==> src/hw/rv_pkg.sv <==
// rv64i core shared types
package rv_pkg;

  typedef logic [63:0] xlen_t;
  typedef logic [31:0] inst_t;
  typedef logic [4:0]  reg_addr_t;
  typedef logic [1:0]  mem_size_t;
  typedef logic [1:0]  mem_resp_t;

  localparam mem_size_t SIZE_DWORD = 2'b11;

  // major opcodes
  localparam logic [6:0] OP_REG    = 7'b0110011;
  localparam logic [6:0] OP_IMM    = 7'b0010011;
  localparam logic [6:0] OP_LUI    = 7'b0110111;
  localparam logic [6:0] OP_LOAD   = 7'b0000011;
  localparam logic [6:0] OP_STORE  = 7'b0100011;
  localparam logic [6:0] OP_BRANCH = 7'b1100011;
  localparam logic [6:0] OP_JAL    = 7'b1101111;

  // funct3 values of the kept operations
  localparam logic [2:0] F3_ADD = 3'b000;
  localparam logic [2:0] F3_SLT = 3'b010;
  localparam logic [2:0] F3_XOR = 3'b100;
  localparam logic [2:0] F3_OR  = 3'b110;
  localparam logic [2:0] F3_AND = 3'b111;
  localparam logic [2:0] F3_BEQ = 3'b000;
  localparam logic [2:0] F3_BNE = 3'b001;
  localparam logic [2:0] F3_LD  = 3'b011;
  localparam logic [2:0] F3_SD  = 3'b011;

  localparam logic [6:0] F7_BASE = 7'b0000000;
  localparam logic [6:0] F7_SUB  = 7'b0100000;

  typedef enum logic [2:0] {
    ALU_ADD,
    ALU_SUB,
    ALU_AND,
    ALU_OR,
    ALU_XOR,
    ALU_SLT,
    ALU_PASS_B
  } alu_op_e;

  typedef struct packed {
    xlen_t pc;
    inst_t inst;
  } if_to_id_t;

  typedef struct packed {
    xlen_t     pc;
    inst_t     inst;
    reg_addr_t rs1;
    xlen_t     rs1_val;
    reg_addr_t rs2;
    xlen_t     rs2_val;
    xlen_t     imm;
    alu_op_e   alu_op;
    logic      use_imm;
    reg_addr_t rd;
    logic      rd_wen;
    logic      is_load;
    logic      is_store;
    logic      is_branch;
    logic      branch_ne;
    logic      is_jal;
  } id_to_ex_t;

  typedef struct packed {
    xlen_t     pc;
    inst_t     inst;
    xlen_t     result;
    xlen_t     store_data;
    reg_addr_t rd;
    logic      rd_wen;
    logic      is_load;
    logic      is_store;
  } ex_to_mem_t;

  typedef struct packed {
    xlen_t     pc;
    inst_t     inst;
    reg_addr_t rd;
    logic      rd_wen;
    xlen_t     result;
  } mem_to_wb_t;

  // pending means the producer is a load still waiting for data
  typedef struct packed {
    logic      valid;
    reg_addr_t rd;
    xlen_t     data;
    logic      pending;
  } forward_t;

  typedef struct packed {
    logic  taken;
    xlen_t target;
  } bj_ctrl_t;

  typedef struct packed {
    xlen_t     pc;
    inst_t     inst;
    logic      wen;
    reg_addr_t rd;
    xlen_t     wdata;
  } commit_t;

endpackage

==> src/hw/mem_stage.sv <==
// memory access stage
`timescale 1ns/10ps

module mem_stage import rv_pkg::*; (
  input  logic       clock,
  input  logic       reset,
  input  logic       ex_to_mem_valid,
  input  ex_to_mem_t ex_to_mem_bus,
  input  logic       wb_allowin,
  input  logic       mem_rw_ready,
  input  xlen_t      mem_r_data,
  input  mem_resp_t  mem_rw_resp,
  output logic       mem_allowin,
  output logic       mem_to_wb_valid,
  output mem_to_wb_t mem_to_wb_bus,
  output forward_t   mem_forward,
  output logic       mem_rw_valid,
  output logic       mem_rw_req,
  output xlen_t      mem_w_data,
  output xlen_t      mem_rw_addr,
  output mem_size_t  mem_rw_size
);

  typedef enum logic [1:0] {
    S_IDLE,
    S_BUSY,
    S_DONE
  } mem_state_e;

  mem_state_e state;
  logic       mem_valid;
  ex_to_mem_t mem_reg;
  xlen_t      load_buf;
  xlen_t      rsp_data;
  xlen_t      result;
  logic       is_mem;
  logic       data_ready;
  logic       ready_go;
  logic       mem_leave;

  assign is_mem     = mem_reg.is_load || mem_reg.is_store;
  assign rsp_data   = (mem_rw_resp == '0) ? mem_r_data : '0;
  // data usable in the ready cycle itself, or later from the buffer
  assign data_ready = (state == S_DONE) || (state == S_BUSY && mem_rw_ready);
  assign ready_go   = !is_mem || data_ready;
  assign mem_leave  = mem_valid && ready_go && wb_allowin;

  assign mem_allowin     = !mem_valid || (ready_go && wb_allowin);
  assign mem_to_wb_valid = mem_valid && ready_go;

  assign result = !mem_reg.is_load ? mem_reg.result :
                  (state == S_DONE) ? load_buf : rsp_data;

  assign mem_rw_valid = mem_valid && is_mem && (state != S_DONE);
  assign mem_rw_req   = mem_reg.is_store;
  assign mem_w_data   = mem_reg.store_data;
  assign mem_rw_addr  = mem_reg.result;
  assign mem_rw_size  = SIZE_DWORD;

  assign mem_to_wb_bus = '{
    pc:     mem_reg.pc,
    inst:   mem_reg.inst,
    rd:     mem_reg.rd,
    rd_wen: mem_reg.rd_wen,
    result: result
  };

  assign mem_forward = '{
    valid:   mem_valid && mem_reg.rd_wen,
    rd:      mem_reg.rd,
    data:    result,
    pending: mem_reg.is_load && !data_ready
  };

  always_ff @(posedge clock) begin
    if (reset) begin
      mem_valid <= 1'b0;
      state     <= S_IDLE;
    end else begin
      if (mem_allowin) begin
        mem_valid <= ex_to_mem_valid;
      end
      case (state)
        S_IDLE:  if (mem_valid && is_mem) state <= S_BUSY;
        S_BUSY:  if (mem_rw_ready) state <= mem_leave ? S_IDLE : S_DONE;
        S_DONE:  if (mem_leave) state <= S_IDLE;
        default: state <= S_IDLE;
      endcase
    end
  end

  always_ff @(posedge clock) begin
    if (ex_to_mem_valid && mem_allowin) begin
      mem_reg <= ex_to_mem_bus;
    end
    if (state == S_BUSY && mem_rw_ready) begin
      load_buf <= rsp_data;
    end
  end

endmodule

==> config.mk <==
export PLATFORM = sky130hd
export DESIGN_NAME = mem_stage
export DESIGN_NICKNAME = d
export VERILOG_FILES = /design/src/hw/rv_pkg.sv /design/src/hw/mem_stage.sv
export SDC_FILE = /design/constraint.sdc
export NUM_CORES = 1
export LEC_CHECK = 0
export ABC_AREA = 0
export ABC_CLOCK_PERIOD_IN_PS = 9500
export BUFFER_PORTS_ARGS = -buffer_cell sky130_fd_sc_hd__buf_2
export CORE_AREA = 2 2 259 261
export CTS_CLUSTER_DIAMETER = 50
export DETAILED_ROUTE_END_ITERATION = 6
export DIE_AREA = 0 0 261 263
export PLACE_DENSITY = 0.53
export RECOVER_POWER = 100
export SLEW_MARGIN = 30
export SYNTH_ARGS = -nofsm -noshare
export SYNTH_HDL_FRONTEND = slang
export SYNTH_SLANG_ARGS = --single-unit
==> constraint.sdc <==
create_clock -name clock -period 9.5 [get_ports clock]
set_input_delay 1.9 -clock clock [delete_from_list [all_inputs] [get_ports clock]]
set_output_delay 1.9 -clock clock [all_outputs]
set_load 0.1 [all_outputs]
==> results.json <==
{
  "p_per_area_nw_per_um2": 270,
  "cp_max_fo": 76,
  "synth_largest_area_cell": "edfxtp_1",
  "critPathKind": "flip-flop to primary output",
  "syn_to_final_growth_pct": 23.8,
  "crit_required_ns": 7.60,
  "hold_class": "flip-flop to flip-flop",
  "hold_viol_final": 0,
  "rsz0062_at_grt": "false",
  "status": "complete, but fails checks",
  "final_antenna_net_count": 0,
  "finalPower_mw": 4.40,
  "final.setup.tns_ns": 0,
  "rr_worst_depth": 6,
  "hold_buffers": 0,
  "syn_area_um2": 13200,
  "cp.arrival_ns": 5.10,
  "final_max_slew_viol_count": 164,
  "clock_sink_count": 299,
  "grt_pass1_wl_um": 61000,
  "setup_viol_count_final": 0,
  "htreeDepth": 2,
  "cts_setup_buffers": 0,
  "cts_resized": 0,
  "first_pass_iters": 5,
  "finalCritPeriodShare_pct": 73.7,
  "crit_path_end_kind": "primary output",
  "synthFlopType": "edfxtp_1",
  "port_buffers": 671,
  "cts_tree": "done",
  "clk_latency_ns": 0.57,
  "die_width_um": 261,
  "reg2reg_to": "mem_w_data[24]$_DFFE_PP_",
  "largest_reg_flops": 97,
  "p_leak_nw": 5.75,
  "yosys-top-cells-count": "buf_4 (311), edfxtp_1 (296), nor2_1 (68)",
  "max_freq_mhz": 143,
  "synth.distinct_cells": 25,
  "die_h_um": 263,
  "start_kind": "flip-flop",
  "rows": 94,
  "synth_edf_count": 296,
  "start_util_pct": 20.1,
  "fin_crit_ns": 7.00,
  "antenna_found_initial": 22,
  "synth-seq-cells": 299,
  "clock_path_buffers": 3,
  "slew_headroom_pct": -172,
  "endpoint": "mem_to_wb_bus[40]",
  "synth_seq_area_share_pct": 68.0,
  "clockRootBuffer": "clkbuf_16",
  "synth.most_common_cell": "buf_4",
  "place_ws_ns": 3.94,
  "fillers": 7114,
  "drt-initial-drc-count": 578,
  "fin_ws_ns": 2.50,
  "gp_congestion": 0.814,
  "pin_count": 674,
  "holdWs_ns": 0.539,
  "placed_cells_incl_taps": 2184,
  "violations": "capacitance limit, slew limit",
  "via_per_inst": 3.78,
  "grt_pass1_vias": 8931,
  "worstMarginPinSlew_ns": 4.07,
  "critical_path.startpoint": "mem_reg[1]$_DFFE_PP_",
  "drc": 0,
  "ys_top_cells_by_area": "edfxtp_1 (68%), buf_4 (18%), and2_1 (3.2%)",
  "r2r_slack_ns": 3.23,
  "cap_violations": 4,
  "synth_warnings": 0,
  "numCtsBuffers": 47,
  "core-area_um2": 65600,
  "ir_drop_mv": 0.166,
  "die_area_um2": 68600,
  "grt_max_degree": 129,
  "synthArstFlopShare_pct": 0,
  "post_drt_wl_per_cell_um": 19.5,
  "dpl.hpwl_um": 33300,
  "layout-drive-gt1-share_pct": 26.9,
  "grt_usage_pct": 12.3,
  "final_cells": 2272,
  "fin_skew_ns": 0.0243,
  "wl_um": 44300,
  "r2r_start": "mem_reg[1]$_DFFE_PP_",
  "overflow": 0,
  "syn_area_per_cell_um2": 13.4,
  "routed-via-count": 8597,
  "clk_pin_slew_ns": 0.05,
  "nets": 1672,
  "yosysTopAreaCellShare_pct": 67.5,
  "syn_inst": 985
}
[placed cells by master (no fill, tap or decap), types with 5 or more instances in the layout]
cell	count
nand3_1	64
a31oi_1	64
clkbuf_16	47
and2_0	17
clkinv_4	5
inv_6	7
and2_1	50
clkbuf_1	383
clkinv_1	5
nor2_1	68
buf_2	294
edfxtp_1	296
nand2_1	64
[per-layer routing]
metal | GRT usage [%] | routed length (um) | vias to the layer above
li1 | - | - | 3938
met2 | 22.0 | 22100 | 502
met1 | 12.9 | 16000 | 4035
met4 | 4.38 | 1440 | 24
met3 | 4.77 | 4540 | 98
met5 | 0 | 159 | -
[power breakdown]
part | internal, mW | leakage (nW) | total [mW] | switching [mW]
clock network | 1.03 | 0.751 | 1.69 | 0.661
registers | 1.54 | 2.83 | 1.57 | 0.0285
logic | 0.113 | 2.18 | 1.13 | 1.02
[layout make-up]
type	count	area [um^2]	share of cell area, %
Timing Repair Buffer	678	2960	18.2
Sequential cell	299	8950	54.9
Clock inverter	33	352	2.16
Antenna cell	4	10.0	0.0614
Multi-Input combinational cell	341	1750	10.7
Tap cell	864	1080	6.63
Inverter	2	7.51	0.0461
Clock buffer	51	1190	7.31
[logic make-up after synthesis]
group | count (synthesis) | share of synthesized area, %
buffers and inverters | 346 | 18.9
DFF | 299 | 68.0
and+or+nand+nor | 269 | 9.72
AOI/OAI and AO/OA | 69 | 3.31
muxes | 1 | 0.0855
other | 1 | 0.0285
[worst max-delay path, cell delays in order, from the launching register on]
cell      delay [ns]
edfxtp_1        0.32
clkbuf_1        1.78
buf_4           0.91
nor2_1          0.21
a31oi_1         0.33
clkbuf_1        0.90
[how the worst min path moves through the flow]
stage          cells past startpoint                  start               endpoint  slack, ns
2_1_floorplan                      1  state[1]$_SDFFE_PP0P_  state[0]$_SDFFE_PP0P_       0.44
4_1_cts                            1  state[1]$_SDFFE_PP0P_  state[0]$_SDFFE_PP0P_       0.55
3_3_place_gp                       1  state[1]$_SDFFE_PP0P_  state[0]$_SDFFE_PP0P_       0.52
3_5_place_dp                       1  state[1]$_SDFFE_PP0P_  state[0]$_SDFFE_PP0P_       0.53
5_1_grt                            1  state[1]$_SDFFE_PP0P_  state[0]$_SDFFE_PP0P_       0.57
6_report                           1  state[1]$_SDFFE_PP0P_  state[0]$_SDFFE_PP0P_       0.54
[per-stage QoR]
step | util (%) | area [um^2]
final | 24.8 | 16300
after global routing | 24.8 | 16300
after CTS | 25.6 | 16800
after detailed placement | 23.2 | 15200
after global placement | 23.2 | 15200
after floorplan | - | 13200
No activity file was read; power rests on OpenSTA's default activity.
