--- src/hw/rv_pkg.sv ---
// rv64i core shared types
package rv_pkg;

  typedef logic [63:0] xlen_t;
  typedef logic [31:0] inst_t;
  typedef logic [4:0]  reg_addr_t;
  typedef logic [1:0]  mem_size_t;
  typedef logic [1:0]  mem_resp_t;

  localparam mem_size_t SIZE_DWORD = 2'b11;

  // major opcodes
  localparam logic [6:0] OP_REG    = 7'b0110011;
  localparam logic [6:0] OP_IMM    = 7'b0010011;
  localparam logic [6:0] OP_LUI    = 7'b0110111;
  localparam logic [6:0] OP_LOAD   = 7'b0000011;
  localparam logic [6:0] OP_STORE  = 7'b0100011;
  localparam logic [6:0] OP_BRANCH = 7'b1100011;
  localparam logic [6:0] OP_JAL    = 7'b1101111;

  // funct3 values of the kept operations
  localparam logic [2:0] F3_ADD = 3'b000;
  localparam logic [2:0] F3_SLT = 3'b010;
  localparam logic [2:0] F3_XOR = 3'b100;
  localparam logic [2:0] F3_OR  = 3'b110;
  localparam logic [2:0] F3_AND = 3'b111;
  localparam logic [2:0] F3_BEQ = 3'b000;
  localparam logic [2:0] F3_BNE = 3'b001;
  localparam logic [2:0] F3_LD  = 3'b011;
  localparam logic [2:0] F3_SD  = 3'b011;

  localparam logic [6:0] F7_BASE = 7'b0000000;
  localparam logic [6:0] F7_SUB  = 7'b0100000;

  typedef enum logic [2:0] {
    ALU_ADD,
    ALU_SUB,
    ALU_AND,
    ALU_OR,
    ALU_XOR,
    ALU_SLT,
    ALU_PASS_B
  } alu_op_e;

  typedef struct packed {
    xlen_t pc;
    inst_t inst;
  } if_to_id_t;

  typedef struct packed {
    xlen_t     pc;
    inst_t     inst;
    reg_addr_t rs1;
    xlen_t     rs1_val;
    reg_addr_t rs2;
    xlen_t     rs2_val;
    xlen_t     imm;
    alu_op_e   alu_op;
    logic      use_imm;
    reg_addr_t rd;
    logic      rd_wen;
    logic      is_load;
    logic      is_store;
    logic      is_branch;
    logic      branch_ne;
    logic      is_jal;
  } id_to_ex_t;

  typedef struct packed {
    xlen_t     pc;
    inst_t     inst;
    xlen_t     result;
    xlen_t     store_data;
    reg_addr_t rd;
    logic      rd_wen;
    logic      is_load;
    logic      is_store;
  } ex_to_mem_t;

  typedef struct packed {
    xlen_t     pc;
    inst_t     inst;
    reg_addr_t rd;
    logic      rd_wen;
    xlen_t     result;
  } mem_to_wb_t;

  // pending means the producer is a load still waiting for data
  typedef struct packed {
    logic      valid;
    reg_addr_t rd;
    xlen_t     data;
    logic      pending;
  } forward_t;

  typedef struct packed {
    logic  taken;
    xlen_t target;
  } bj_ctrl_t;

  typedef struct packed {
    xlen_t     pc;
    inst_t     inst;
    logic      wen;
    reg_addr_t rd;
    xlen_t     wdata;
  } commit_t;

endpackage

--- src/hw/if_stage.sv ---
// instruction fetch stage
`timescale 1ns/10ps

module if_stage import rv_pkg::*; #(
  parameter xlen_t PC_START = 64'h0000_0000_8000_0000
) (
  input  logic      clock,
  input  logic      reset,
  input  logic      id_allowin,
  input  bj_ctrl_t  bj_ctrl,
  input  logic      if_rw_ready,
  input  xlen_t     if_r_data,
  input  mem_resp_t if_rw_resp,
  output logic      if_to_id_valid,
  output if_to_id_t if_to_id_bus,
  output logic      if_rw_valid,
  output xlen_t     if_rw_addr,
  output mem_size_t if_rw_size
);

  typedef enum logic [1:0] {
    S_IDLE,
    S_REQ,
    S_HOLD
  } fetch_state_e;

  fetch_state_e state;
  // pc is the next address to fetch, req_pc the one in flight
  xlen_t pc;
  xlen_t req_pc;
  xlen_t fetch_pc;
  logic  discard;
  logic  start;
  inst_t fetched;

  assign fetch_pc = bj_ctrl.taken ? bj_ctrl.target : pc;
  // a redirect in hold drops the buffered instruction and refetches
  assign start = (state == S_IDLE) || (state == S_HOLD && (id_allowin || bj_ctrl.taken));

  // bad response turns into an unknown opcode, decoded as a no-op
  assign fetched = (if_rw_resp != '0) ? '0 :
                   (req_pc[2] ? if_r_data[63:32] : if_r_data[31:0]);

  assign if_rw_valid    = (state == S_REQ);
  assign if_rw_addr     = {req_pc[63:3], 3'b000};
  assign if_rw_size     = SIZE_DWORD;
  assign if_to_id_valid = (state == S_HOLD);

  always_ff @(posedge clock) begin
    if (reset) begin
      state   <= S_IDLE;
      pc      <= PC_START;
      discard <= 1'b0;
    end else if (start) begin
      state <= S_REQ;
      pc    <= fetch_pc + 64'd4;
    end else if (state == S_REQ) begin
      if (bj_ctrl.taken) begin
        pc <= bj_ctrl.target;
      end
      if (if_rw_ready) begin
        state   <= (discard || bj_ctrl.taken) ? S_IDLE : S_HOLD;
        discard <= 1'b0;
      end else if (bj_ctrl.taken) begin
        discard <= 1'b1;
      end
    end
  end

  always_ff @(posedge clock) begin
    if (start) begin
      req_pc <= fetch_pc;
    end
    if (state == S_REQ && if_rw_ready) begin
      if_to_id_bus.pc   <= req_pc;
      if_to_id_bus.inst <= fetched;
    end
  end

endmodule

--- config.mk ---
export PLATFORM = sky130hd
export DESIGN_NAME = if_stage
export DESIGN_NICKNAME = d
export VERILOG_FILES = /design/src/hw/rv_pkg.sv /design/src/hw/if_stage.sv
export SDC_FILE = /design/constraint.sdc
export NUM_CORES = 1
export LEC_CHECK = 0
export BUFFER_PORTS_ARGS = -buffer_cell sky130_fd_sc_hd__buf_2
export CAP_MARGIN = 30
export CORE_UTILIZATION = 48
export DETAILED_ROUTE_END_ITERATION = 6
export PLACE_DENSITY_LB_ADDON = 0.08
export SLEW_MARGIN = 20
export SYNTH_ARGS = -nofsm -noshare
export SYNTH_HDL_FRONTEND = slang
export SYNTH_SLANG_ARGS = --single-unit
--- constraint.sdc ---
create_clock -name clock -period 4.6 [get_ports clock]
set_input_delay 0.46 -clock clock [delete_from_list [all_inputs] [get_ports clock]]
set_output_delay 0.46 -clock clock [all_outputs]
set_load 0.1 [all_outputs]
==> metrics list <==
- At the worst endpoint, the arrival time is just under 4 ns.
- Cell type group with the largest total delay on the critical path: simple AND/OR/NAND/NOR gates
- Counting flops with a built-in enable in the synthesized netlist gives 160.
* Cell variety after synth: between 60 and 70
- Sum of overflow across all layers after global routing: 0
* Placer congestion estimate: 0.866
* Worst setup slack after placement: 0.679 ns
- Entering global routing, the biggest net connects 102 pins.
- STA classifies the critical path endpoint as a flip-flop.
- Before antenna repair, the detailed router went through 6 iterations.
- DRC violations left: 0
* Skew-Pair Late Insertion Delay: 0.53 ns
- H-Tree Depth: 1
* Syn. warnings: 0
* Y dimension of the die: 156 um
- From synthesis to final layout, the design area changed by 18.5%.
- Area inside the core boundary: 0.0234 sq mm
* Cell area power density: ~420 mW/mm^2
- Flip-flop and latch count after synthesis: roughly 230
* Worst IR drop on VDD: between 300 and 400 uV
- Final worst setup slack: around 1.2 ns
- Across the run, the number of max-cap violations was 0.
* Routing layer with the top usage in global route: met2
* Placed Instance Area: between 0.01 and 0.015 sq mm
- A synthesized cell averages between 10 and 15 sq um.
* Cell with the biggest individual delay on the critical path: sky130_fd_sc_hd__or4b_1
* Total track usage: 0.234
- Hold-fix buffers, CTS: 0
* Top-level port count: around 300
- For this run, global-route usage on met1 was measured as 0.305.
* Worst slew slack as a fraction of its limit: 0.371
- For this run, the post-layout net count is between 1000 and 1500.
- By instance count, the leading cell after synthesis is sky130_fd_sc_hd__edfxtp_1.
- For met3 alone, demand over resource in global routing was 0.0486.
* Final Max Slew Viols: 0
- The worst path in the final design needs a cycle of around 3.4 ns, including I/O delays and setup.
* Antenna violations before repair: 4
- Proportion of synthesized flip-flops having asynchronous set or reset: 0
- Summed over all failing endpoints, the final setup total negative slack is 0 ns.
- Unrepaired setup endpoints after global routing: false
- Total wire length: around 30 mm
* Sort of element at the start of the critical path: input port
- Via count of the first global-routing pass: 8180
- Detailed placement finished with a half-perimeter wire length of slightly above 20 mm.
* Root buffer cell: sky130_fd_sc_hd__clkbuf_16
- Min-Delay Path Class: input port to flip-flop
- Overall power consumption: between 5 and 6 mW
* Syn Inst Count: around 1000
- Measured along the x axis, the die boundary spans between 150 and 200 um.
- Required @ worst endpoint: slightly above 5 ns
- The setup path with the least slack is of type input port to flip-flop.
- The die covers between 0.02 and 0.025 sq mm.
- Leading post-synthesis cells by instance count: 160 x sky130_fd_sc_hd__edfxtp_1, 95 x sky130_fd_sc_hd__nand2_1, 68 x sky130_fd_sc_hd__buf_4, 67 x sky130_fd_sc_hd__dfxtp_1, 64 x sky130_fd_sc_hd__mux2i_1
- The floorplan has between 50 and 60 rows.
- The signal on the critical path passes through buf_4 -> buf_4 -> nand4_1 -> a22oi_1 -> or4b_1 -> or4_1 -> mux2_2 -> o211ai_1.
- Layout Utilization: 0.578
- Clock tree synthesis inserted a total of 25 buffers.
- Along the worst path, the maximum fanout reaches 75.
- TritonCTS built the clock tree.
- Dividing the final minimum period by the clock period gives 0.740.
* Post-CTS Setup Inserts: 0
- Initial Util: 0.487
- Number of gates resized after CTS: 0
- For the pin with the worst max-slew slack, the measured transition is 0.943 ns.
- Area of all placed cells without fillers: 0.0135 sq mm
- Met2 usage in global routing: 0.401
- Share of the synthesized area in the top cell type: 0.421
- By area the synthesized netlist is led by sky130_fd_sc_hd__edfxtp_1 42%, sky130_fd_sc_hd__dfxtp_1 12%, sky130_fd_sc_hd__mux2i_1 5.6%.
* Final Hold Violating Endpoints: 0
- Of the synthesized area, sequential elements account for 0.539.
* Number of vias per cell after detailed routing: ~5.6
- Leak Pwr: between 5 and 6 nW
* Clock Pin Slew Worst Setup and Hold Paths: 0.07 ns
* Global-route wire length before repair: 44.4 mm
- In this design, the critical path's most frequently occurring cell is sky130_fd_sc_hd__buf_4.
* Outcome: finished clean
* Final setup violation count: 0
* Worst stage delay on the critical path: between 0.7 and 0.8 ns
* Clock buffer depth: 3
* Via Count: around 8900
- In the final routed layout, each cell accounts on average for 18.6 um.
- Detailed Route Iter0 Violations: between 600 and 700
- Post-synth top flop: sky130_fd_sc_hd__edfxtp_1
- Upper clock frequency limit: slightly below 0.3 GHz
* Synthesized cell area: approximately 0.011 sq mm
* Antenna-violating nets left: 0
- Of the cells placed in the final design, the portion with a size suffix greater than 1 is 0.322.
* Buffer and inverter count on the worst path: 2
- Worst setup skew after layout: approximately 0.012 ns
- Top cell type by total area after synthesis: sky130_fd_sc_hd__edfxtp_1
* Sinks on the clock net: between 200 and 250
- Quantity of I/O buffers inserted on ports: 293
[cells in the final DEF (no fill, tap or decap), types with 8 or more instances in the layout]
cell,instances
sky130_fd_sc_hd__buf_2,292
sky130_fd_sc_hd__edfxtp_1,160
sky130_fd_sc_hd__nand2_1,95
sky130_fd_sc_hd__dfxtp_1,67
sky130_fd_sc_hd__mux2i_1,64
sky130_fd_sc_hd__nor2_1,58
sky130_fd_sc_hd__nand3_1,49
sky130_fd_sc_hd__a21oi_1,45
sky130_fd_sc_hd__mux2_2,44
sky130_fd_sc_hd__nand4_1,33
sky130_fd_sc_hd__nor3_1,32
sky130_fd_sc_hd__nand3b_1,32
sky130_fd_sc_hd__inv_1,26
sky130_fd_sc_hd__clkbuf_16,25
sky130_fd_sc_hd__o21ai_0,21
sky130_fd_sc_hd__a31oi_1,16
sky130_fd_sc_hd__nand4b_1,13
sky130_fd_sc_hd__buf_4,13
sky130_fd_sc_hd__a22oi_1,12
sky130_fd_sc_hd__nor3b_1,10
sky130_fd_sc_hd__a211oi_1,8
sky130_fd_sc_hd__o211ai_1,8
sky130_fd_sc_hd__or3_1,8
sky130_fd_sc_hd__xnor2_1,8
[metrics by stage]
step	hold WS, ns	cells
3_3_place_gp	0.405	1547
2_1_floorplan	0.400	1045
5_1_grt	0.251	1594
3_5_place_dp	0.410	1547
6_report	0.257	1595
4_1_cts	0.239	1593
[flip-flops by register name, summed over array words and instances (netlist names)]
register / flops
discard: 1
if_to_id_bus: 96
pc: 64
state: 2
req_pc: 64
[area by class of cell]
class                      instances  area, sq um
tap                              319          399
antenna                            2         5.00
clock buffer                      31          678
clock inverter                    15          135
timing repair buffer             308         1620
fill                            2075         9890
sequential                       227         6150
inverter                          26         97.6
multi-input combinational        667         4440
[kinds of logic after synthesis]
| group | synth area share |
|---|---|
| xor+xnor | 0.00614 |
| buf+inv | 0.0755 |
| compound gates | 0.0960 |
| fa+ha+maj | 0.00110 |
| mux | 0.101 |
| flops | 0.539 |
| simple gates | 0.181 |
| other cells | 0.000659 |
[layer usage]
layer,vias to the layer above,wire length (um)
met5,-,27
met4,4,393
met3,38,2100
met2,310,14200
met1,4247,12900
li1,4270,-
[worst min-delay path, cell delays in order]
cell and delay [ns]:
sky130_fd_sc_hd__buf_2 0.08, sky130_fd_sc_hd__mux2i_1 0.06, sky130_fd_sc_hd__nor2_1 0.08
[final timing paths]
kind                  from               end  slack, ns  depth (start not counted)
min reg2reg      req_pc[1]  if_to_id_bus[33]       0.43                          0
max            bj_ctrl[64]            pc[48]       1.20                          8
min          if_r_data[32]   if_to_id_bus[0]       0.26                          3
max reg2reg          pc[2]            pc[48]       1.24                         10
[where the power goes]
part	switching (mW)	internal [mW]	total, mW	leakage [nW]
registers	0.0805	2.36	2.44	2.11
clock network	0.828	1.16	1.99	0.403
logic	1.02	0.253	1.28	2.90
total	1.93	3.78	5.71	5.41
Note: power is estimated with default switching activity, not from simulation.
