<file path="src/hw/rv_pkg.sv">
// rv64i core shared types
package rv_pkg;

  typedef logic [63:0] xlen_t;
  typedef logic [31:0] inst_t;
  typedef logic [4:0]  reg_addr_t;
  typedef logic [1:0]  mem_size_t;
  typedef logic [1:0]  mem_resp_t;

  localparam mem_size_t SIZE_DWORD = 2'b11;

  // major opcodes
  localparam logic [6:0] OP_REG    = 7'b0110011;
  localparam logic [6:0] OP_IMM    = 7'b0010011;
  localparam logic [6:0] OP_LUI    = 7'b0110111;
  localparam logic [6:0] OP_LOAD   = 7'b0000011;
  localparam logic [6:0] OP_STORE  = 7'b0100011;
  localparam logic [6:0] OP_BRANCH = 7'b1100011;
  localparam logic [6:0] OP_JAL    = 7'b1101111;

  // funct3 values of the kept operations
  localparam logic [2:0] F3_ADD = 3'b000;
  localparam logic [2:0] F3_SLT = 3'b010;
  localparam logic [2:0] F3_XOR = 3'b100;
  localparam logic [2:0] F3_OR  = 3'b110;
  localparam logic [2:0] F3_AND = 3'b111;
  localparam logic [2:0] F3_BEQ = 3'b000;
  localparam logic [2:0] F3_BNE = 3'b001;
  localparam logic [2:0] F3_LD  = 3'b011;
  localparam logic [2:0] F3_SD  = 3'b011;

  localparam logic [6:0] F7_BASE = 7'b0000000;
  localparam logic [6:0] F7_SUB  = 7'b0100000;

  typedef enum logic [2:0] {
    ALU_ADD,
    ALU_SUB,
    ALU_AND,
    ALU_OR,
    ALU_XOR,
    ALU_SLT,
    ALU_PASS_B
  } alu_op_e;

  typedef struct packed {
    xlen_t pc;
    inst_t inst;
  } if_to_id_t;

  typedef struct packed {
    xlen_t     pc;
    inst_t     inst;
    reg_addr_t rs1;
    xlen_t     rs1_val;
    reg_addr_t rs2;
    xlen_t     rs2_val;
    xlen_t     imm;
    alu_op_e   alu_op;
    logic      use_imm;
    reg_addr_t rd;
    logic      rd_wen;
    logic      is_load;
    logic      is_store;
    logic      is_branch;
    logic      branch_ne;
    logic      is_jal;
  } id_to_ex_t;

  typedef struct packed {
    xlen_t     pc;
    inst_t     inst;
    xlen_t     result;
    xlen_t     store_data;
    reg_addr_t rd;
    logic      rd_wen;
    logic      is_load;
    logic      is_store;
  } ex_to_mem_t;

  typedef struct packed {
    xlen_t     pc;
    inst_t     inst;
    reg_addr_t rd;
    logic      rd_wen;
    xlen_t     result;
  } mem_to_wb_t;

  // pending means the producer is a load still waiting for data
  typedef struct packed {
    logic      valid;
    reg_addr_t rd;
    xlen_t     data;
    logic      pending;
  } forward_t;

  typedef struct packed {
    logic  taken;
    xlen_t target;
  } bj_ctrl_t;

  typedef struct packed {
    xlen_t     pc;
    inst_t     inst;
    logic      wen;
    reg_addr_t rd;
    xlen_t     wdata;
  } commit_t;

endpackage

</file>
<file path="src/hw/id_stage.sv">
// instruction decode stage
`timescale 1ns/10ps

module id_stage import rv_pkg::*; (
  input  logic      clock,
  input  logic      reset,
  input  logic      if_to_id_valid,
  input  if_to_id_t if_to_id_bus,
  input  logic      ex_allowin,
  input  bj_ctrl_t  bj_ctrl,
  input  xlen_t     r_data1,
  input  xlen_t     r_data2,
  output logic      id_allowin,
  output logic      id_to_ex_valid,
  output id_to_ex_t id_to_ex_bus,
  output reg_addr_t rs1_addr,
  output reg_addr_t rs2_addr
);

  logic       id_valid;
  if_to_id_t  id_reg;
  inst_t      inst;
  logic [6:0] opcode;
  logic [2:0] funct3;
  logic [6:0] funct7;
  logic       f3_ok;
  logic       wen;
  xlen_t      imm_i;
  xlen_t      imm_s;
  xlen_t      imm_b;
  xlen_t      imm_u;
  xlen_t      imm_j;

  // shared by register and immediate forms
  function automatic alu_op_e f3_to_alu(logic [2:0] f3);
    case (f3)
      F3_SLT:  return ALU_SLT;
      F3_XOR:  return ALU_XOR;
      F3_OR:   return ALU_OR;
      F3_AND:  return ALU_AND;
      default: return ALU_ADD;
    endcase
  endfunction

  assign id_allowin     = !id_valid || ex_allowin;
  // wrong-path item must not reach execute
  assign id_to_ex_valid = id_valid && !bj_ctrl.taken;

  always_ff @(posedge clock) begin
    if (reset || bj_ctrl.taken) begin
      id_valid <= 1'b0;
    end else if (id_allowin) begin
      id_valid <= if_to_id_valid;
    end
  end

  always_ff @(posedge clock) begin
    if (if_to_id_valid && id_allowin) begin
      id_reg <= if_to_id_bus;
    end
  end

  assign inst   = id_reg.inst;
  assign opcode = inst[6:0];
  assign funct3 = inst[14:12];
  assign funct7 = inst[31:25];
  assign f3_ok  = funct3 inside {F3_ADD, F3_SLT, F3_XOR, F3_OR, F3_AND};

  assign imm_i = {{52{inst[31]}}, inst[31:20]};
  assign imm_s = {{52{inst[31]}}, inst[31:25], inst[11:7]};
  assign imm_b = {{52{inst[31]}}, inst[7], inst[30:25], inst[11:8], 1'b0};
  assign imm_u = {{32{inst[31]}}, inst[31:12], 12'b0};
  assign imm_j = {{44{inst[31]}}, inst[19:12], inst[20], inst[30:21], 1'b0};

  // unused source fields read as x0 so they never stall execute
  assign rs1_addr = (opcode inside {OP_REG, OP_IMM, OP_LOAD, OP_STORE, OP_BRANCH}) ?
                    inst[19:15] : '0;
  assign rs2_addr = (opcode inside {OP_REG, OP_STORE, OP_BRANCH}) ? inst[24:20] : '0;

  always_comb begin
    id_to_ex_bus         = '0;
    wen                  = 1'b0;
    id_to_ex_bus.pc      = id_reg.pc;
    id_to_ex_bus.inst    = inst;
    id_to_ex_bus.rs1     = rs1_addr;
    id_to_ex_bus.rs1_val = r_data1;
    id_to_ex_bus.rs2     = rs2_addr;
    id_to_ex_bus.rs2_val = r_data2;
    id_to_ex_bus.rd      = inst[11:7];
    id_to_ex_bus.alu_op  = ALU_ADD;
    case (opcode)
      OP_REG: begin
        wen = f3_ok && (funct7 == F7_BASE || (funct7 == F7_SUB && funct3 == F3_ADD));
        id_to_ex_bus.alu_op = (funct7 == F7_SUB) ? ALU_SUB : f3_to_alu(funct3);
      end
      OP_IMM: begin
        wen = f3_ok;
        id_to_ex_bus.use_imm = 1'b1;
        id_to_ex_bus.imm     = imm_i;
        id_to_ex_bus.alu_op  = f3_to_alu(funct3);
      end
      OP_LUI: begin
        wen = 1'b1;
        id_to_ex_bus.use_imm = 1'b1;
        id_to_ex_bus.imm     = imm_u;
        id_to_ex_bus.alu_op  = ALU_PASS_B;
      end
      OP_LOAD: begin
        wen = (funct3 == F3_LD);
        id_to_ex_bus.is_load = (funct3 == F3_LD);
        id_to_ex_bus.use_imm = 1'b1;
        id_to_ex_bus.imm     = imm_i;
      end
      OP_STORE: begin
        id_to_ex_bus.is_store = (funct3 == F3_SD);
        id_to_ex_bus.use_imm  = 1'b1;
        id_to_ex_bus.imm      = imm_s;
      end
      OP_BRANCH: begin
        id_to_ex_bus.is_branch = funct3 inside {F3_BEQ, F3_BNE};
        id_to_ex_bus.branch_ne = (funct3 == F3_BNE);
        id_to_ex_bus.imm       = imm_b;
      end
      OP_JAL: begin
        wen = 1'b1;
        id_to_ex_bus.is_jal = 1'b1;
        id_to_ex_bus.imm    = imm_j;
      end
      default: begin
        wen = 1'b0;
      end
    endcase
    // writes to x0 are dropped here
    id_to_ex_bus.rd_wen = wen && (inst[11:7] != '0);
  end

endmodule

</file>
<file path="config.mk">
export PLATFORM = sky130hd
export DESIGN_NAME = id_stage
export DESIGN_NICKNAME = d
export VERILOG_FILES = /design/src/hw/rv_pkg.sv /design/src/hw/id_stage.sv
export SDC_FILE = /design/constraint.sdc
export NUM_CORES = 1
export LEC_CHECK = 0
export ABC_AREA = 1
export BUFFER_PORTS_ARGS = -buffer_cell sky130_fd_sc_hd__buf_4
export CAP_MARGIN = 10
export CORE_AREA = 2 2 243 245
export CTS_CLUSTER_DIAMETER = 100
export DETAILED_ROUTE_END_ITERATION = 10
export DIE_AREA = 0 0 245 247
export GPL_TIMING_DRIVEN = 1
export SLEW_MARGIN = 20
export SYNTH_ARGS = -nofsm -noshare
export SYNTH_HDL_FRONTEND = slang
export SYNTH_SLANG_ARGS = --single-unit
</file>
<file path="constraint.sdc">
create_clock -name clock -period 8.4 [get_ports clock]
set_input_delay 0 -clock clock [delete_from_list [all_inputs] [get_ports clock]]
set_output_delay 0 -clock clock [all_outputs]
set_load 0.05 [all_outputs]
</file>
==> results of run 1 <==
critical path, delay by kind of cell (launching register included):
family | cells | cell delay, ps
AO/OA/AOI/OAI | 1 | 380
flip-flops | 1 | 600
AND/OR/NAND/NOR | 4 | 1620
buffers and inverters | 1 | 320
logic make-up after synthesis:
group,count (synthesis),share of synthesized area
buf+inv,211,0.2934
simple gates,118,0.1031
flops,97,0.5817
compound gates,17,0.02181
placed cells by master, fill, tap and decap left out, types with 3 or more instances in the layout:
cell and count:
buf_4 299, dlygate4sd3_1 98, clkbuf_16 9, nor2_1 28, inv_1 33, o21ai_0 4
nand2_1 58, o21ai_2 5, edfxtp_1 96, a21oi_1 5, nor3_1 3, nand3_1 17
inv_8 3, nand2_2 3
final cells by class:
class	instances	share of cell area
multi-input combinational	135	0.08004
antenna	1	0.0003049
sequential	97	0.3537
clock inverter	7	0.008690
timing repair buffer	398	0.3964
clock buffer	9	0.02744
tap	773	0.1179
inverter	34	0.01555
sequential cells by signal, indices dropped and copies added, names as in the netlist:
name / cells
id_to_ex_bus: 64
id_valid: 1
inst: 32
power groups by stage:
stage,combinational (mW),sequential [mW],clock (mW)
after floorplan,0.223,0.690,0
after global placement,0.248,0.602,0
after detailed placement,0.250,0.602,0
after CTS,0.286,0.592,0.450
after global routing,0.302,0.594,0.463
final,0.289,0.590,0.432
routing by layer:
metal,up-vias,part of all wire
li1,1738,-
met4,0,0.032
met1,1787,0.30
met5,-,0
met3,57,0.15
met2,375,0.52
how the worst min path moves through the flow:
stage,startpoint,endpoint,slack [ps],cells past startpoint
after floorplan,reset,id_valid,80,1
after global placement,r_data1[3],id_to_ex_bus[151],0.3,0
after detailed placement,r_data1[3],id_to_ex_bus[151],0.3,0
after CTS,r_data1[3],id_to_ex_bus[151],0.3,0
after global routing,r_data1[46],id_to_ex_bus[194],0.1,0
final,r_data1[20],id_to_ex_bus[168],0.01,0
timing repair:
action,CTS,global route
hold buffers,98,0
setup buffers,0,0
hold endpoints to repair,97,0
==> key figures, run 1 <==
Worst setup path
  – CP Launch Point: inst[5]
  – Crit-path cells: nor2_1 > nand3_1 > nand3_2 > nand2_2 > o21ai_4 > buf_4
  – Startpoint Class: register
  – Data required, critical path: 8400 ps
  – Setup crit end: id_to_ex_bus[49]
  – Worst reg-to-reg setup slack: 6340 ps
  – Reg-to-reg startpoint: id_valid
  – CP Capture Type: output port
  – CP Max Fanout: 33
  – R2r endpoint: id_to_ex_bus[309]
  – Critical path data arrival time: 3320 ps
  – Slowest cell on crit path: edfxtp_1
  – Path depth of the worst reg2reg path: 2
  – Crit path kind: reg -> out
  – Critical path's largest stage delay: 600 ps

Timing
  – Peak Freq: 0.3016 GHz
  – Setup Skew: 11.52 ps
  – Final WS setup: 5084 ps
  – Final Critical Period: 3316 ps
  – Slew HR: 0.3810
  – Fin. max-slew vios: 0
  – # setup viols final: 0
  – Final hold violation count: 0
  – RSZ-0062 raised after global routing: false
  – Setup TNS Final: 0 ps
  – Worst slew pin tran: 928.5 ps
  – Worst Hold Slack: 0.01398 ps
  – Final period util: 0.3947

Pwr
  – Sw Share: 0.3249
  – Leak: 3.565 nW
  – Cell internal pwr: 0.8848 mW
  – Sequential fraction of design power: 0.450
  – Worst IR Drop VDD: 0.1355 mV
  – Pwr/cell area: 159.7 mW/mm2
  – P_sw: 0.4258 mW
  – Pwr Total: 1.311 mW
  – Combinational power share: 0.221
  – Clock network fraction of total power: 0.329

Clock network
  – TritonCTS clock tree: done
  – Root Buffer: clkbuf_16
  – Clock latency at the later pin of the worst-skew pair: 370 ps
  – H-tree depth: 3
  – CTS buffer count: 9
  – Clock sink count: 97
  – Post-CTS sizing: 0
  – Clk slew on worst S/H paths: 70 ps
  – Clock buffer depth: 2

Yosys
  – Commonest cells post-synth: buf_4, edfxtp_1, nand2_1, inv_1, nor2_1
  – Syn_nets: 736
  – Post-synthesis cell count: 443
  – Synth Warn #: 0
  – Avg Cell Area, Syn: 11.26 um2
  – Synth top area cells: edfxtp_1, buf_4, nand2_1, inv_1, nor2_1
  – Synthesized flop and latch total: 97
  – Synth area leader: edfxtp_1
  – Synth top area share: 0.5777
  – Ys async rst share: 0
  – Post-synth EDFFs: 96
  – Top-count cell post-synth: buf_4
  – Seq/Total Area, Yosys: 0.5817
  – Synthesized area: 0.004990 mm2
  – Post-synth cell types: 22
  – Top_reg_cell synth: edfxtp_1

Global routing
  – Met1 global-route usage: 0.08189
  – Total gr overflow: 0
  – Largest net degree at the start of global routing: 68
  – Total GRT Usage: 0.09288
  – First-pass GRT wire length: 36340 um
  – Met2 Resource Use GR: 0.1718
  – GR Util met3: 0.05188
  – Vias in the first global route: 4097
  – Global route hottest layer: met2
  – Initial antenna violation count: 1

Place
  – DP Area: 0.006887 mm2
  – Port bufs: 297
  – Post-DP HPWL: 24360 um
  – Dpl cells: 1338
  – GP Congestion: 0.7534
  – Dpl ws: 5170 ps

Run
  – MaxCap Viol Count: 0

Route
  – Via count: 3957
  – Vias per inst: 2.721
  – Post-Route WL: 29340 um
  – ANT nets after route: 0
  – Drt wl/cell: 20.18 um
  – # DRC: 0
  – Initial drt markers: 124
  – Drt first pass iters: 4

Finish
  – Fillers: 6464
  – Post-Layout Cell Count: 1454
  – Multi-input logic area: 656.9 um2
  – Area growth syn-to-layout: 64.47%
  – Final Core Density: 0.1409
  – Final instance area: 0.008207 mm2
  – Share of cells above drive strength 1: 0.4912
  – FF/Latch Area: 0.002903 mm2
  – Final #Nets: 968

Floorplan
  – Initial core utilization: 0.08568
  – Die ar.: 0.06052 mm2
  – Row count: 89
  – Die Span Y: 247 um
  – Core Region: 0.05824 mm2
  – Die X-Extent: 245 um
  – I/O pins: 618

Status
  – Outcome: complete, no violations

Min path
  – Min-Delay Path Class: in -> out
No activity file was read; power rests on OpenSTA's default activity.
==> run 2: changes to the inputs <==
--- a/config.mk
+++ b/config.mk
@@ -8,10 +8,10 @@
 export ABC_AREA = 1
 export BUFFER_PORTS_ARGS = -buffer_cell sky130_fd_sc_hd__buf_4
 export CAP_MARGIN = 10
-export CORE_AREA = 2 2 243 245
+export CORE_AREA = 2 2 239 241
 export CTS_CLUSTER_DIAMETER = 100
 export DETAILED_ROUTE_END_ITERATION = 10
-export DIE_AREA = 0 0 245 247
+export DIE_AREA = 0 0 241 243
 export GPL_TIMING_DRIVEN = 1
 export SLEW_MARGIN = 20
 export SYNTH_ARGS = -nofsm -noshare
==> constraint.sdc (replaced) <==
create_clock -name clock -period 3.35 [get_ports clock]
set_input_delay 0 -clock clock [delete_from_list [all_inputs] [get_ports clock]]
set_output_delay 0 -clock clock [all_outputs]
set_load 0.05 [all_outputs]
==> run 2 against run 1 <==
Utilization grew 0.58 points. First-iteration DRC count shrank 26%. Combinational power grew to 2.5 times the previous value. Register-to-register slack lost 4400 ps. Die area shrank 3.2%. Clock power grew to 2.5 times the previous value. Sequential share of layout area is essentially flat. Non-clock buffer count grew 6.
==> key figures, run 2 (synthesized netlist as in run 1, its figures left out) <==
Place
  – Dpl cells: 1328
  – Post-DP HPWL: 26210 um
  – DP Area: 0.006924 mm2
  – Port bufs: 297
  – GP Congestion: 0.7387

Finish
  – Post-Layout Cell Count: 1445
  – Final instance area: 0.008210 mm2
  – Final Core Density: 0.1467
  – Area growth syn-to-layout: 64.54%
  – Largest register FFs: 64
  – Final #Nets: 974
  – Share of cells above drive strength 1: 0.4942
  – Commonest non-fill, non-tap cell in the layout: buf_4
  – Commonest non-fill, non-tap cells in the layout: buf_4, dlygate4sd3_1, edfxtp_1

Worst setup path
  – Top delay family on crit path: buffers and inverters
  – CP Max Fanout: 5
  – Critical path's largest stage delay: 490 ps
  – Data required, critical path: 3350 ps
  – Slowest cell on crit path: edfxtp_1
  – CP Capture Type: output port
  – Crit path kind: reg -> out
  – Startpoint Class: register
  – Critical path data arrival time: 2610 ps
  – CP Buf/Inv Count: 4
  – Crit-path cells: nor2_4 > nand2_4 > inv_1 > nand2_1 > inv_1 > a21oi_1 > buf_4 > nor2_1 > buf_4

Timing
  – Final period util: 0.7789
  – Fin. max-slew vios: 0
  – Peak Freq: 0.3832 GHz
  – Setup TNS Final: 0 ps
  – Setup Skew: 5.508 ps
  – # setup viols final: 0
  – Final Critical Period: 2609 ps
  – Slew HR: 0.5856
  – Worst slew pin tran: 619.3 ps
  – RSZ-0062 raised after global routing: false
  – Final hold violation count: 0

Floorplan
  – Core Region: 0.05595 mm2
  – Die X-Extent: 241 um
  – Die ar.: 0.05856 mm2
  – Die Span Y: 243 um
  – Row count: 87
  – I/O pins: 618
  – Initial core utilization: 0.08918

Route
  – Drt wl/cell: 21.46 um
  – # DRC: 0
  – ANT nets after route: 0
  – Initial drt markers: 92
  – Via count: 3943
  – Post-Route WL: 31000 um
  – Vias per inst: 2.729
  – Drt first pass iters: 5

Pwr
  – Sw Share: 0.3235
  – Pwr/cell area: 398.8 mW/mm2
  – Clock network fraction of total power: 0.330
  – Leak: 3.585 nW
  – P_sw: 1.059 mW
  – Worst IR Drop VDD: 0.2523 mV
  – Combinational power share: 0.222
  – Cell internal pwr: 2.215 mW
  – Sequential fraction of design power: 0.448

Global routing
  – Total gr overflow: 0
  – Vias in the first global route: 4224
  – Initial antenna violation count: 5
  – Total GRT Usage: 0.1023
  – First-pass GRT wire length: 38410 um
  – Largest net degree at the start of global routing: 73

Clock network
  – CTS buffer count: 9
  – Clock buffer depth: 2
  – Clock latency at the later pin of the worst-skew pair: 380 ps
  – Clock sink count: 97
  – TritonCTS clock tree: done
  – Root Buffer: clkbuf_16
  – H-tree depth: 3
  – Post-CTS setup buffers: 0
  – Clk slew on worst S/H paths: 70 ps

Status
  – Outcome: complete, no violations

Min path
  – Min-Delay Path Class: in -> out

Run
  – MaxCap Viol Count: 0
run 2: power groups by stage:
stage | clock, mW | combinational, mW | sequential, mW
2_1_floorplan | 0 | 0.561 | 1.72
3_3_place_gp | 0 | 0.633 | 1.49
3_5_place_dp | 0 | 0.638 | 1.50
4_1_cts | 1.15 | 0.731 | 1.47
5_1_grt | 1.18 | 0.761 | 1.48
6_report | 1.08 | 0.727 | 1.47
run 2: final cells by class:
| cell class | instances | area, um2 |
|---|---|---|
| Multi-Input combinational cell | 135 | 638.1 |
| Sequential cell | 97 | 2903 |
| Clock inverter | 7 | 72.57 |
| Timing Repair Buffer | 404 | 3291 |
| Antenna cell | 3 | 7.507 |
| Tap cell | 756 | 945.9 |
| Inverter | 34 | 127.6 |
| Clock buffer | 9 | 225.2 |
| Fill cell | 6290 | 47740 |
run 2: layer usage:
layer | track usage | vias to the layer above | share of wire
li1 | - | 1751 | -
met1 | 0.07914 | 1755 | 0.28
met2 | 0.1904 | 377 | 0.52
met3 | 0.07244 | 60 | 0.17
met4 | 0.04303 | 0 | 0.031
met5 | 0 | - | 0
run 2: worst reg2reg max path, stage by stage (launching register included):
cell and delay (ps):
dfxtp_1 380, a21boi_4 210, buf_12 350
run 2: path summary, 6_finish.rpt:
path / startpoint / end / slack, ps / cells past startpoint
setup / recovery: inst[3] / rs2_addr[4] / 740 / 9
setup reg to reg: id_valid / inst[15] / 1980 / 2
hold reg to reg: id_valid / id_to_ex_bus[257] / 980 / 2
hold / removal: r_data1[26] / id_to_ex_bus[174] / 0.02 / 0
run 2: what timing repair did:
item	in CTS	in global routing
hold endpoints to repair	97	0
resized for setup	0	0
hold buffers	98	0
endpoints found under the setup margin	0	0
run 2: through the flow:
step                setup slack (ps)  hold slack, ps  power (mW)
floorplan                      616.0           76.79       2.276
global placement               972.7          0.3409       2.128
detailed placement             998.7          0.3409       2.134
CTS                            556.0          0.3409       3.350
global route                   473.2          0.1472       3.415
finish                         740.6         0.01934       3.275
